--- config.mk ---
export PLATFORM = sky130hd
export DESIGN_NAME = sys_mapper
export DESIGN_NICKNAME = d
export VERILOG_FILES = /design/src/mapper_pkg.sv /design/src/dtack_gen.sv /design/src/mapper_regs.sv /design/src/mcu_bus_master.sv /design/src/region_decode.sv /design/src/sys_mapper.sv
export SDC_FILE = /design/constraint.sdc
export NUM_CORES = 1
export LEC_CHECK = 0
export ABC_AREA = 1
export BUFFER_PORTS_ARGS = -buffer_cell sky130_fd_sc_hd__clkbuf_2
export CAP_MARGIN = 20
export CORE_MARGIN = 5
export CORE_UTILIZATION = 55
export CTS_BUF_LIST = sky130_fd_sc_hd__clkbuf_8
export CTS_CLUSTER_SIZE = 20
export DETAILED_ROUTE_END_ITERATION = 6
export PLACE_DENSITY = 0.74
export SYNTH_ARGS = -nofsm -noshare
export SYNTH_HDL_FRONTEND = slang
export SYNTH_HIERARCHICAL = 1
export SYNTH_SLANG_ARGS = --single-unit
export TNS_END_PERCENT = 50
--- constraint.sdc ---
create_clock -name clk -period 15 [get_ports clk]
set_input_delay 0 -clock clk [delete_from_list [all_inputs] [get_ports clk]]
set_output_delay 0 -clock clk [all_outputs]
set_load 0.02 [all_outputs]
--- src/mapper_pkg.sv ---
// ------------------------------------------------------------
// shared types for the 68000 memory mapper
// addresses are word addresses, bit 0 of addr_t is cpu A1
// ------------------------------------------------------------
package mapper_pkg;

    localparam int NUM_REGIONS = 8;

    typedef logic [22:0] addr_t;        // A23..A1
    typedef logic [15:0] data_t;
    typedef logic [7:0]  byte_t;
    typedef logic [4:0]  reg_idx_t;
    typedef logic [7:0]  region_t;      // one-hot
    typedef logic [1:0]  delay_code_t;  // 0..3 -> 1..4 cycles
    typedef logic [1:0]  size_code_t;   // 64K, 128K, 512K, 2M

    typedef struct packed {
        logic       asn;
        logic       rnw;
        logic [1:0] dsn;
        logic [2:0] fc;
        addr_t      addr;
        data_t      dout;
    } cpu_bus_t;

    typedef struct packed {
        logic  rnw;
        addr_t addr;
        data_t wdata;
    } mem_cmd_t;

    typedef enum logic [1:0] {
        IDLE,
        REQ,
        RELEASE
    } xfer_state_e;

    // register map
    localparam reg_idx_t REG_DATA_HI     = 5'd0;
    localparam reg_idx_t REG_DATA_LO     = 5'd1;
    localparam reg_idx_t REG_SND         = 5'd3;
    localparam reg_idx_t REG_CMD         = 5'd5;
    localparam reg_idx_t REG_RDADDR      = 5'd7;   // 7..9, msb first
    localparam reg_idx_t REG_WRADDR      = 5'd10;  // 10..12, msb first
    localparam reg_idx_t REG_REGION_BASE = 5'd16;  // ctrl at 16+2r, base at 17+2r

    // REG_CMD bits 1:0
    localparam logic [1:0] CMD_WRITE = 2'b01;
    localparam logic [1:0] CMD_READ  = 2'b10;

    // addresses with special meaning on the mcu read side
    localparam reg_idx_t MCU_RD_STATUS = 5'd2;
    localparam reg_idx_t MCU_RD_SND    = 5'd3;

endpackage

--- src/dtack_gen.sv ---
`timescale 1ns/10ps
// ------------------------------------------------------------
// dtack after delay+1 edges, no external dtack pin
// delay is taken from the decoder when the strobe first falls
// ------------------------------------------------------------
module dtack_gen
    import mapper_pkg::*;
(
    input  logic        clk,
    input  logic        rst,
    input  logic        asn,
    input  delay_code_t delay,
    output logic        cpu_dtackn
);

    logic        strobe_seen;   // asn has been sampled low this cycle
    delay_code_t dly;
    delay_code_t cnt;

    always_ff @(posedge clk) begin
        if (rst) begin
            strobe_seen <= 1'b0;
            cnt         <= '0;
            cpu_dtackn  <= 1'b1;
        end else if (asn) begin
            strobe_seen <= 1'b0;
            cnt         <= '0;
            cpu_dtackn  <= 1'b1;
        end else if (!strobe_seen) begin
            strobe_seen <= 1'b1;
        end else if (cnt == dly) begin
            cpu_dtackn <= 1'b0;         // stays low until asn rises
        end else begin
            cnt <= cnt + 2'd1;
        end
    end

    always_ff @(posedge clk) begin
        if (!asn && !strobe_seen)
            dly <= delay;
    end

endmodule

--- src/mapper_regs.sv ---
`timescale 1ns/10ps
// ------------------------------------------------------------
// 32 byte register bank, cpu writes only land in unmapped space
// the first mcu write locks the cpu out until reset
// mcu port is assumed synchronous to clk
// ------------------------------------------------------------
module mapper_regs
    import mapper_pkg::*;
(
    input  logic                    clk,
    input  logic                    rst,
    input  cpu_bus_t                cpu,
    input  logic                    none,
    input  logic                    mcu_en,
    input  logic                    mcu_wr,
    input  reg_idx_t                mcu_addr,
    input  byte_t                   mcu_wdata,
    input  logic                    snd_wr,
    input  logic                    snd_rd,
    input  byte_t                   snd_din,
    input  logic                    busy,
    input  logic                    xfer_done,
    input  data_t                   xfer_rdata,
    output byte_t [NUM_REGIONS-1:0] region_base,
    output byte_t [NUM_REGIONS-1:0] region_ctrl,
    output logic                    xfer_start,
    output mem_cmd_t                xfer_cmd,
    output data_t                   mapper_dout,
    output byte_t                   mcu_rdata,
    output logic                    mcu_snd_intn,
    output byte_t                   snd_dout,
    output logic                    snd_pbf
);

    byte_t    mmr [32];
    logic     cpu_sel;                 // cpu may still write the bank
    logic     wren_cpu;
    logic     wren_cpu_l;
    logic     wren_mcu;
    logic     mcu_rd;
    logic     wr_en;
    reg_idx_t wr_idx;
    byte_t    wr_data;
    logic     cmd_ok;
    byte_t    snd_latch;
    byte_t    status;
    addr_t    rd_addr;
    addr_t    wr_addr;

    assign wren_cpu = ~cpu.asn & ~cpu.dsn[0] & ~cpu.rnw & none;
    assign wren_mcu = mcu_en & mcu_wr;
    assign mcu_rd   = mcu_en & ~mcu_wr;

    // mcu wins when both write in the same cycle
    assign wr_en   = wren_mcu | (wren_cpu & ~wren_cpu_l & cpu_sel);
    assign wr_idx  = wren_mcu ? mcu_addr : cpu.addr[4:0];
    assign wr_data = wren_mcu ? mcu_wdata : cpu.dout[7:0];

    assign rd_addr = {mmr[REG_RDADDR][6:0], mmr[REG_RDADDR+1], mmr[REG_RDADDR+2]};
    assign wr_addr = {mmr[REG_WRADDR][6:0], mmr[REG_WRADDR+1], mmr[REG_WRADDR+2]};

    // a second command is ignored until the running one finishes
    assign cmd_ok = wr_en && wr_idx == REG_CMD && !busy && !xfer_start &&
                    (wr_data[1:0] == CMD_WRITE || wr_data[1:0] == CMD_READ);

    assign mapper_dout = {mmr[REG_DATA_HI], mmr[REG_DATA_LO]};
    assign snd_dout    = mmr[REG_SND];

    genvar r;
    generate
        for (r = 0; r < NUM_REGIONS; r++) begin : g_region
            assign region_ctrl[r] = mmr[REG_REGION_BASE + 2*r];
            assign region_base[r] = mmr[REG_REGION_BASE + 2*r + 1];
        end
    endgenerate

    always_ff @(posedge clk) begin
        if (rst) begin
            for (int i = 0; i < 32; i++)
                mmr[i] <= '0;
            cpu_sel    <= 1'b1;
            wren_cpu_l <= 1'b0;
            snd_pbf    <= 1'b0;
            xfer_start <= 1'b0;
        end else begin
            wren_cpu_l <= wren_cpu;    // one write per strobe
            xfer_start <= cmd_ok;
            if (wren_mcu)
                cpu_sel <= 1'b0;
            if (wr_en) begin
                mmr[wr_idx] <= wr_data;
                if (wr_idx == REG_SND)
                    snd_pbf <= 1'b1;
            end
            if (snd_rd)
                snd_pbf <= 1'b0;       // sound cpu took the byte
            if (xfer_done && xfer_cmd.rnw) begin
                mmr[REG_DATA_HI] <= xfer_rdata[15:8];
                mmr[REG_DATA_LO] <= xfer_rdata[7:0];
            end
        end
    end

    // command snapshot, held until the next start
    always_ff @(posedge clk) begin
        if (cmd_ok) begin
            xfer_cmd.rnw   <= wr_data[1];
            xfer_cmd.addr  <= wr_data[1] ? rd_addr : wr_addr;
            xfer_cmd.wdata <= {mmr[REG_DATA_HI], mmr[REG_DATA_LO]};
        end
    end

    // sound cpu to mcu direction
    always_ff @(posedge clk) begin
        if (rst) begin
            snd_latch    <= '0;
            mcu_snd_intn <= 1'b1;
        end else begin
            if (snd_wr) begin
                snd_latch    <= snd_din;
                mcu_snd_intn <= 1'b0;
            end
            if (mcu_rd && mcu_addr == MCU_RD_SND)
                mcu_snd_intn <= 1'b1;  // reading the latch acks the irq
        end
    end

    // bit 7 mcu owns the bank, 6 transfer busy, 5 buffer full, 0 sound irq pending
    assign status = {~cpu_sel, busy, snd_pbf, 4'b0000, ~mcu_snd_intn};

    always_ff @(posedge clk) begin
        if (mcu_rd) begin
            case (mcu_addr)
                MCU_RD_STATUS: mcu_rdata <= status;
                MCU_RD_SND:    mcu_rdata <= snd_latch;
                default:       mcu_rdata <= mmr[mcu_addr];
            endcase
        end
    end

endmodule

--- src/mcu_bus_master.sv ---
`timescale 1ns/10ps
// ------------------------------------------------------------
// one word per command over a four-phase req/ack port
// no timeout, a silent responder stalls the master
// ------------------------------------------------------------
module mcu_bus_master
    import mapper_pkg::*;
(
    input  logic     clk,
    input  logic     rst,
    input  logic     xfer_start,
    input  mem_cmd_t xfer_cmd,
    input  logic     mem_ack,
    input  data_t    mem_rdata,
    output logic     mem_req,
    output mem_cmd_t mem_cmd,
    output logic     busy,
    output logic     xfer_done,
    output data_t    xfer_rdata,
    output logic     cpu_brn
);

    xfer_state_e state;

    // busy covers the done cycle so read data is stored before it drops
    assign busy    = (state != IDLE) | xfer_done;
    assign cpu_brn = ~busy;

    always_ff @(posedge clk) begin
        if (rst) begin
            state     <= IDLE;
            mem_req   <= 1'b0;
            xfer_done <= 1'b0;
        end else begin
            xfer_done <= 1'b0;
            case (state)
                IDLE: begin
                    if (xfer_start) begin
                        mem_req <= 1'b1;
                        state   <= REQ;
                    end
                end
                REQ: begin
                    if (mem_ack) begin  // phase 3, drop the request
                        mem_req <= 1'b0;
                        state   <= RELEASE;
                    end
                end
                RELEASE: begin
                    if (!mem_ack) begin
                        state     <= IDLE;
                        xfer_done <= 1'b1;
                    end
                end
                default: state <= IDLE;
            endcase
        end
    end

    // command and read data registers
    always_ff @(posedge clk) begin
        if (state == IDLE && xfer_start)
            mem_cmd <= xfer_cmd;        // stable for the whole request
        if (state == REQ && mem_ack)
            xfer_rdata <= mem_rdata;
    end

endmodule

--- src/region_decode.sv ---
`timescale 1ns/10ps
// ------------------------------------------------------------
// purely combinational, region 0 has the highest priority
// fc all ones (interrupt ack) blanks every output
// ------------------------------------------------------------
module region_decode
    import mapper_pkg::*;
(
    input  addr_t                   addr,
    input  logic [2:0]              fc,
    input  byte_t [NUM_REGIONS-1:0] region_base,
    input  byte_t [NUM_REGIONS-1:0] region_ctrl,
    output region_t                 active,
    output logic                    none,
    output delay_code_t             delay
);

    // compare only the top bits that the region size leaves fixed
    function automatic logic hit(addr_t a, byte_t base, size_code_t size);
        case (size)
            2'd0:    hit = a[22:15] == base;       // 64 KB
            2'd1:    hit = a[22:16] == base[7:1];  // 128 KB
            2'd2:    hit = a[22:18] == base[7:3];  // 512 KB
            default: hit = a[22:20] == base[7:5];  // 2 MB
        endcase
    endfunction

    always_comb begin
        logic found;

        active = '0;
        delay  = '0;
        found  = 1'b0;
        for (int r = 0; r < NUM_REGIONS; r++) begin
            if (!found && hit(addr, region_base[r], region_ctrl[r][1:0])) begin
                active[r] = 1'b1;
                delay     = region_ctrl[r][3:2];
                found     = 1'b1;
            end
        end
        none = ~found;

        if (&fc) begin
            active = '0;
            none   = 1'b0;
            delay  = '0;
        end
    end

endmodule

--- src/sys_mapper.sv ---
`timescale 1ns/10ps
// ------------------------------------------------------------
// memory mapper top, all blocks run on every clk edge
// the mcu and sound ports must be synchronous to clk
// ------------------------------------------------------------
module sys_mapper
    import mapper_pkg::*;
(
    input  logic     clk,
    input  logic     rst,
    // 68000 side
    input  cpu_bus_t cpu,
    output logic     cpu_dtackn,
    output logic     cpu_brn,
    output data_t    mapper_dout,
    output region_t  active,
    output logic     none,
    // mcu side
    input  logic     mcu_en,
    input  logic     mcu_wr,
    input  reg_idx_t mcu_addr,
    input  byte_t    mcu_wdata,
    output byte_t    mcu_rdata,
    output logic     mcu_snd_intn,
    // sound cpu side
    input  logic     snd_wr,
    input  logic     snd_rd,
    input  byte_t    snd_din,
    output byte_t    snd_dout,
    output logic     snd_pbf,
    // memory port
    output logic     mem_req,
    output mem_cmd_t mem_cmd,
    input  logic     mem_ack,
    input  data_t    mem_rdata
);

    byte_t [NUM_REGIONS-1:0] region_base;
    byte_t [NUM_REGIONS-1:0] region_ctrl;
    logic                    xfer_start;
    mem_cmd_t                xfer_cmd;
    logic                    busy;
    logic                    xfer_done;
    data_t                   xfer_rdata;
    delay_code_t             delay;

    mapper_regs i_regs (
        .clk          (clk),
        .rst          (rst),
        .cpu          (cpu),
        .none         (none),
        .mcu_en       (mcu_en),
        .mcu_wr       (mcu_wr),
        .mcu_addr     (mcu_addr),
        .mcu_wdata    (mcu_wdata),
        .snd_wr       (snd_wr),
        .snd_rd       (snd_rd),
        .snd_din      (snd_din),
        .busy         (busy),
        .xfer_done    (xfer_done),
        .xfer_rdata   (xfer_rdata),
        .region_base  (region_base),
        .region_ctrl  (region_ctrl),
        .xfer_start   (xfer_start),
        .xfer_cmd     (xfer_cmd),
        .mapper_dout  (mapper_dout),
        .mcu_rdata    (mcu_rdata),
        .mcu_snd_intn (mcu_snd_intn),
        .snd_dout     (snd_dout),
        .snd_pbf      (snd_pbf)
    );

    region_decode i_decode (
        .addr        (cpu.addr),
        .fc          (cpu.fc),
        .region_base (region_base),
        .region_ctrl (region_ctrl),
        .active      (active),
        .none        (none),
        .delay       (delay)
    );

    dtack_gen i_dtack (
        .clk        (clk),
        .rst        (rst),
        .asn        (cpu.asn),
        .delay      (delay),
        .cpu_dtackn (cpu_dtackn)
    );

    mcu_bus_master i_master (
        .clk        (clk),
        .rst        (rst),
        .xfer_start (xfer_start),
        .xfer_cmd   (xfer_cmd),
        .mem_ack    (mem_ack),
        .mem_rdata  (mem_rdata),
        .mem_req    (mem_req),
        .mem_cmd    (mem_cmd),
        .busy       (busy),
        .xfer_done  (xfer_done),
        .xfer_rdata (xfer_rdata),
        .cpu_brn    (cpu_brn)
    );

endmodule

=== Word level (Yosys, flattened, before mapping) ===
Memories as Yosys holds them, arrays and structs flattened.
Cells that the tools add are included.

* Register bits after elaboration: 127
* Bits in latches: 0
* RAM bits: 256
* Memory bits (read-only): 0
* Input bits: 90
* Memories: 1

{| class="wikitable"
|+ Memory list
! memory !! words !! bits a word !! rd ports !! clocked after Yosys merged registers in !! wr ports !! line !! text
|-
| i_regs.mmr || 32 || 8 || 26 || 0 || 32 || mapper_regs.sv:35 || <nowiki>byte_t mmr [32];</nowiki>
|}

* Add/subtract/negate cells: 1
* Multipliers: 0
* Div/mod/pow operators: 0
* Magnitude comparators: 0
* Equal/unequal tests: 62
* Shifts and indexed selects: 0
* Multiplexer cells: 59
* Bitwise operators: 28
* Reductions and logical operators: 50

{| class="wikitable"
|+ Operator list
! cell !! number
|-
| 8-bit == test || 8
|-
| 7-bit == test || 8
|-
| 5-bit == test || 8
|-
| 8-bit 2-to-1 mux || 5
|-
| 1-bit 2-to-1 mux || 29
|-
| 3-bit == test || 8
|-
| 1-bit one-hot mux with 3 select lines || 8
|-
| 23-bit 2-to-1 mux || 1
|-
| 2-bit 2-to-1 mux || 11
|-
| 2-bit by 1-bit == test with 1-bit output (second input constant) || 10
|-
| 2-bit == test (second input constant) || 10
|-
| 2-bit zero test || 9
|-
| 1-bit logical AND || 16
|-
| 8-bit one-hot mux with 2 select lines || 1
|-
| 5-bit by 2-bit == test with 1-bit output (second input constant) || 3
|-
| 1-bit inverter || 13
|-
| 1-bit bitwise AND || 11
|-
| 1-bit zero test || 11
|-
| 5-bit == test (second input constant) || 2
|-
| 5-bit 2-to-1 mux || 2
|-
| 3-bit AND reduction || 3
|-
| 2-bit OR reduction || 4
|-
| 8-bit OR reduction || 1
|-
| 2-bit != test (second input constant) || 3
|-
| other kinds (9) || 15
|}

=== Logic depth before layout (Yosys ltp) ===
An unclocked memory read counts as a cell.

* Word-level depth: 38
* Mapped depth: 20
* Depth with buffers taken out: 19

=== Modules after synthesis ===
The synthesis kept the hierarchy.

{| class="wikitable"
|+ Modules (own cells, without submodules)
! module !! times used !! cells each !! area each (um^2) !! seq. area each (um^2)
|-
| mapper_regs || 1 || 1,647 || 16,580.9 || 9,389.0
|-
| mcu_bus_master || 1 || 77 || 1,839.3 || 1,761.7
|-
| region_decode || 1 || 289 || 1,549.0 || 0.0
|-
| dtack_gen || 1 || 32 || 266.5 || 140.1
|}

=== Worst setup path after synthesis ===
No wires, ideal clock.

* Path kind: reg2reg
* Start: memory i_regs/mmr[17][1] in the netlist's numbering
* End: register i_regs/xfer_cmd[0] (netlist name)
* Library setup time: 487 ps
* Arrival: 5,094 ps
* Required time: 14,513 ps
* Setup slack: 9,419 ps
* Cell stages (with the launch flop): 16
* Buffers on the path: 0
* Period minus slack after synthesis: 5,581 ps
* Cells stage by stage: edfxtp_1 -> xor2_2 -> nor2_1 -> nand2_1 -> nand2_2 -> nand2_4 -> nand3_4 -> nor2_4 -> nand4_4 -> nor2_1 -> inv_1 -> nor2_1 -> nand3_1 -> nand2_1 -> nand3_1 -> nor3_1

{| class="wikitable"
|+ RTL lines
! item !! line
|-
| from (decl) || mapper_regs.sv:35
|}

==> impl_results.md <==
- Area growth syn-to-layout: 13.99%
- Min-Delay Path Class: input pin to flop
- Resize count post-CTS: 0
- Final worst clock skew: 0.02722 ns
- Post-synthesis cell count: 2,045
- Final Slew Violations: 0
- I/O Buffers: 156
- GRT Max-Usage Layer: met2
- Slew headroom: 0.2317
- Share of the synthesized area in the top cell type: 0.5372
- Nets: 2,311
- Leading area contributor after synthesis: edfxtp_1
- Wirelength per Cell: 20.21 um
- Remaining antenna violation count after routing: 0
- DR vias/cell: 5.708
- RSZ-0062 raised after global routing: false
- CP Buf/Inv Count: 3
- WL final: 55,360 um
- Number of global-route vias before repair: 15,121
- Most used DFF post-synth: edfxtp_1
- H-tree level count: 2
- Peak supply drop: 0.05656 mV
- GR Layer Usage met1: 0.3642
- CP Data Required Time: 15.24 ns
- CTS Buffer Depth: 3
- Final Cell Area: 0.02307 mm2
- Final Critical Period: 4.780 ns
- GR met2 Demand/Resource: 0.4263
- Pin count of the biggest net entering global routing: 81
- Gpl congestion: 0.8970
- Critical path fanouts, max: 41
- Largest cells by area after synthesis: edfxtp_1, nor3_2, nand2_1
- CTS buffer count: 59
- Share of cells above drive strength 1: 0.2660
- Clk Latency, worst-skew pair: 0.63 ns
- Final worst slack: 10.22 ns
- Width of the chip: 201.8 um
- WS Path Type: flop to flop
- Core area: 0.03643 mm2
- Pre-CTS setup slack: 10.12 ns
- Peak Freq: 209.2 MHz
- Initial antenna violation count: 3
- Most common cell on crit path: nand2_1
- Flops & latches, synth: 383
- Max-Cap Viols: 0
- Placed cell area: 0.02119 mm2
- Leak Pwr: 9.103 nW
- CTS root buf: clkbuf_8
- Violated checks: DRC
- Status: finished with violations
- Final core occ: 0.6331
- EDFF count, synth: 362
- # DRC: 1
- Vias: 15,635
- Yosys cell types: 40
- Hold Violations, Final: 0
- Die area: 0.04073 mm2
- Chip height: 201.8 um
- Syn_nets: 2,135
- Iter 0 DRT Violations: 1,675
- Yosys warns: 6
- Clock sink count: 383
- Global-route wire length before repair: 85,320 um
- Hpwl dp: 33,910 um
- Sum of negative setup slack: 0 ns
- Starting Density: 0.5554
- All-Layer GR Usage: 0.2646
- Power per cell area: 104.7 mW/mm2
- Element type at the critical path end: flop
- Met3 track demand over resource: 0.04974
- Antenna diode count: 0
- Cell area after synthesis: 0.02024 mm2
- CP arrival: 5.02 ns
- TritonRoute pass-1 iters: 7
- CP Cell Sequence: inv_1, nand2_1, nand2_1, nor2_1, nand2_1, nand2_1, nand2_4, nand3_4, nor2_4, nand4_4, nor2_1, inv_1, nor2_1, nand3_1, nand2_1, nand4_4, buf_4, o21ai_1
- CTS tree: yes
- Least-Margin Pin Slew: 1.151 ns
- Post-synthesis sequential area ratio: 0.5580
- CP top delay family: simple AND/OR/NAND/NOR gates
- Top Ports: 176
- Worst path max stage delay: 0.73 ns
- Count leader, synth: nand2_1
- Commonest cells post-synth: nand2_1, edfxtp_1, nor3_2
- Async SR Flop Fraction: 0
- # rows: 70
- Total grt overflow: 0
- Final setup fails: 0
- Crit start category: flop
- Reg clk slew, reported paths: 0.06 ns
- Fin crit share: 0.3187
- Total Power: 2.415 mW
- CP max-delay cell: o21ai_1
- Avg Inst Size Synth: 9.895 um2
==> cells by family (layout without fill, tap and decap cells) <==
logic type      count (synthesis)  count (layout)  share of synthesized area
xor+xnor                       44              44                    0.01979
buf+inv                       376             602                    0.08137
flops                         383             383                     0.5580
simple gates                 1127            1127                     0.3096
compound gates                115             115                    0.03129
==> cell type report <==
class,instances,area (um2)
fillers,2817,13370
flip-flops and latches,383,11290
multi-input cells,1286,7405
repair buffers,254,1662
inverters,237,889.6
clock buffers,64,880.8
well taps,468,585.6
clock inverters,47,354.1
==> stage by stage <==
stage / instances / hold WS (ns)
final: 2739 / 0.08778
after global routing: 2739 / 0.05840
after CTS: 2733 / 0.05301
after detailed placement: 2561 / 0.1786
after global placement: 2559 / 0.1796
after floorplan: 2045 / 0.06588
==> registers in the layout, indices dropped and copies added (netlist names), 2 cells and up <==
name                 flops
i_dtack/dly              2
i_regs/mcu_rdata         8
i_regs/xfer_cmd         40
i_dtack/cnt              2
i_master/state           2
i_regs/mmr             256
i_master/xfer_rdata     16
i_regs/snd_latch         8
i_master/mem_cmd        40
==> per-layer routing <==
metal | share of wire | routed length [um]
met4 | 0.032 | 1756
met1 | 0.40 | 21920
met5 | 0.00072 | 40
met2 | 0.47 | 26050
met3 | 0.10 | 5588
==> worst reg2reg max path, cell delays in order, from the launching register on <==
cell	delay, ns
edfxtp_1	0.43
inv_1	0.07
nand2_1	0.06
nand2_1	0.09
nor2_1	0.06
nand2_1	0.05
nand2_1	0.09
nand2_4	0.11
nand3_4	0.12
nor2_4	0.16
nand4_4	0.13
nor2_1	0.19
inv_1	0.06
nor2_1	0.12
nand3_1	0.16
nand2_1	0.44
nand4_4	0.67
buf_4	0.63
o21ai_1	0.77
==> report_power, final <==
part	switching, mW	internal [mW]	leakage (nW)
logic	0.213	0.0773	4.69
registers	0.0177	1.20	3.73
clock network	0.421	0.485	0.682
total	0.651	1.76	9.10
==> repair_timing <==
action	CTS	global route
hold endpoints to repair	50	0
hold buffers	61	0
setup buffers	0	0
==> path summary, 6_finish.rpt <==
check | slack, ns | from | end | cells after the start
hold reg to reg | 0.41 | i_regs/xfer_cmd[34] | i_master/mem_cmd[34] | 0
hold / removal | 0.09 | mem_rdata[4] | i_master/xfer_rdata[4] | 2
setup reg to reg | 10.22 | i_regs/mmr[19][2] | i_regs/mmr[30][0] | 18
setup / recovery | 10.22 | i_regs/mmr[19][2] | i_regs/mmr[30][0] | 18
==> cell usage in the layout (no fill, tap or decap), drive strengths merged, types with 19 or more instances in the layout <==
master	count
clkinv	36
edfxtp	362
nor3	238
o21ai	96
xor2	25
clkbuf	221
dlygate4sd3	61
inv	243
nand4	21
xnor2	19
dfxtp	21
nand3	201
nand2	535
buf	36
nor2	110
No activity file was read; power rests on OpenSTA's default activity.
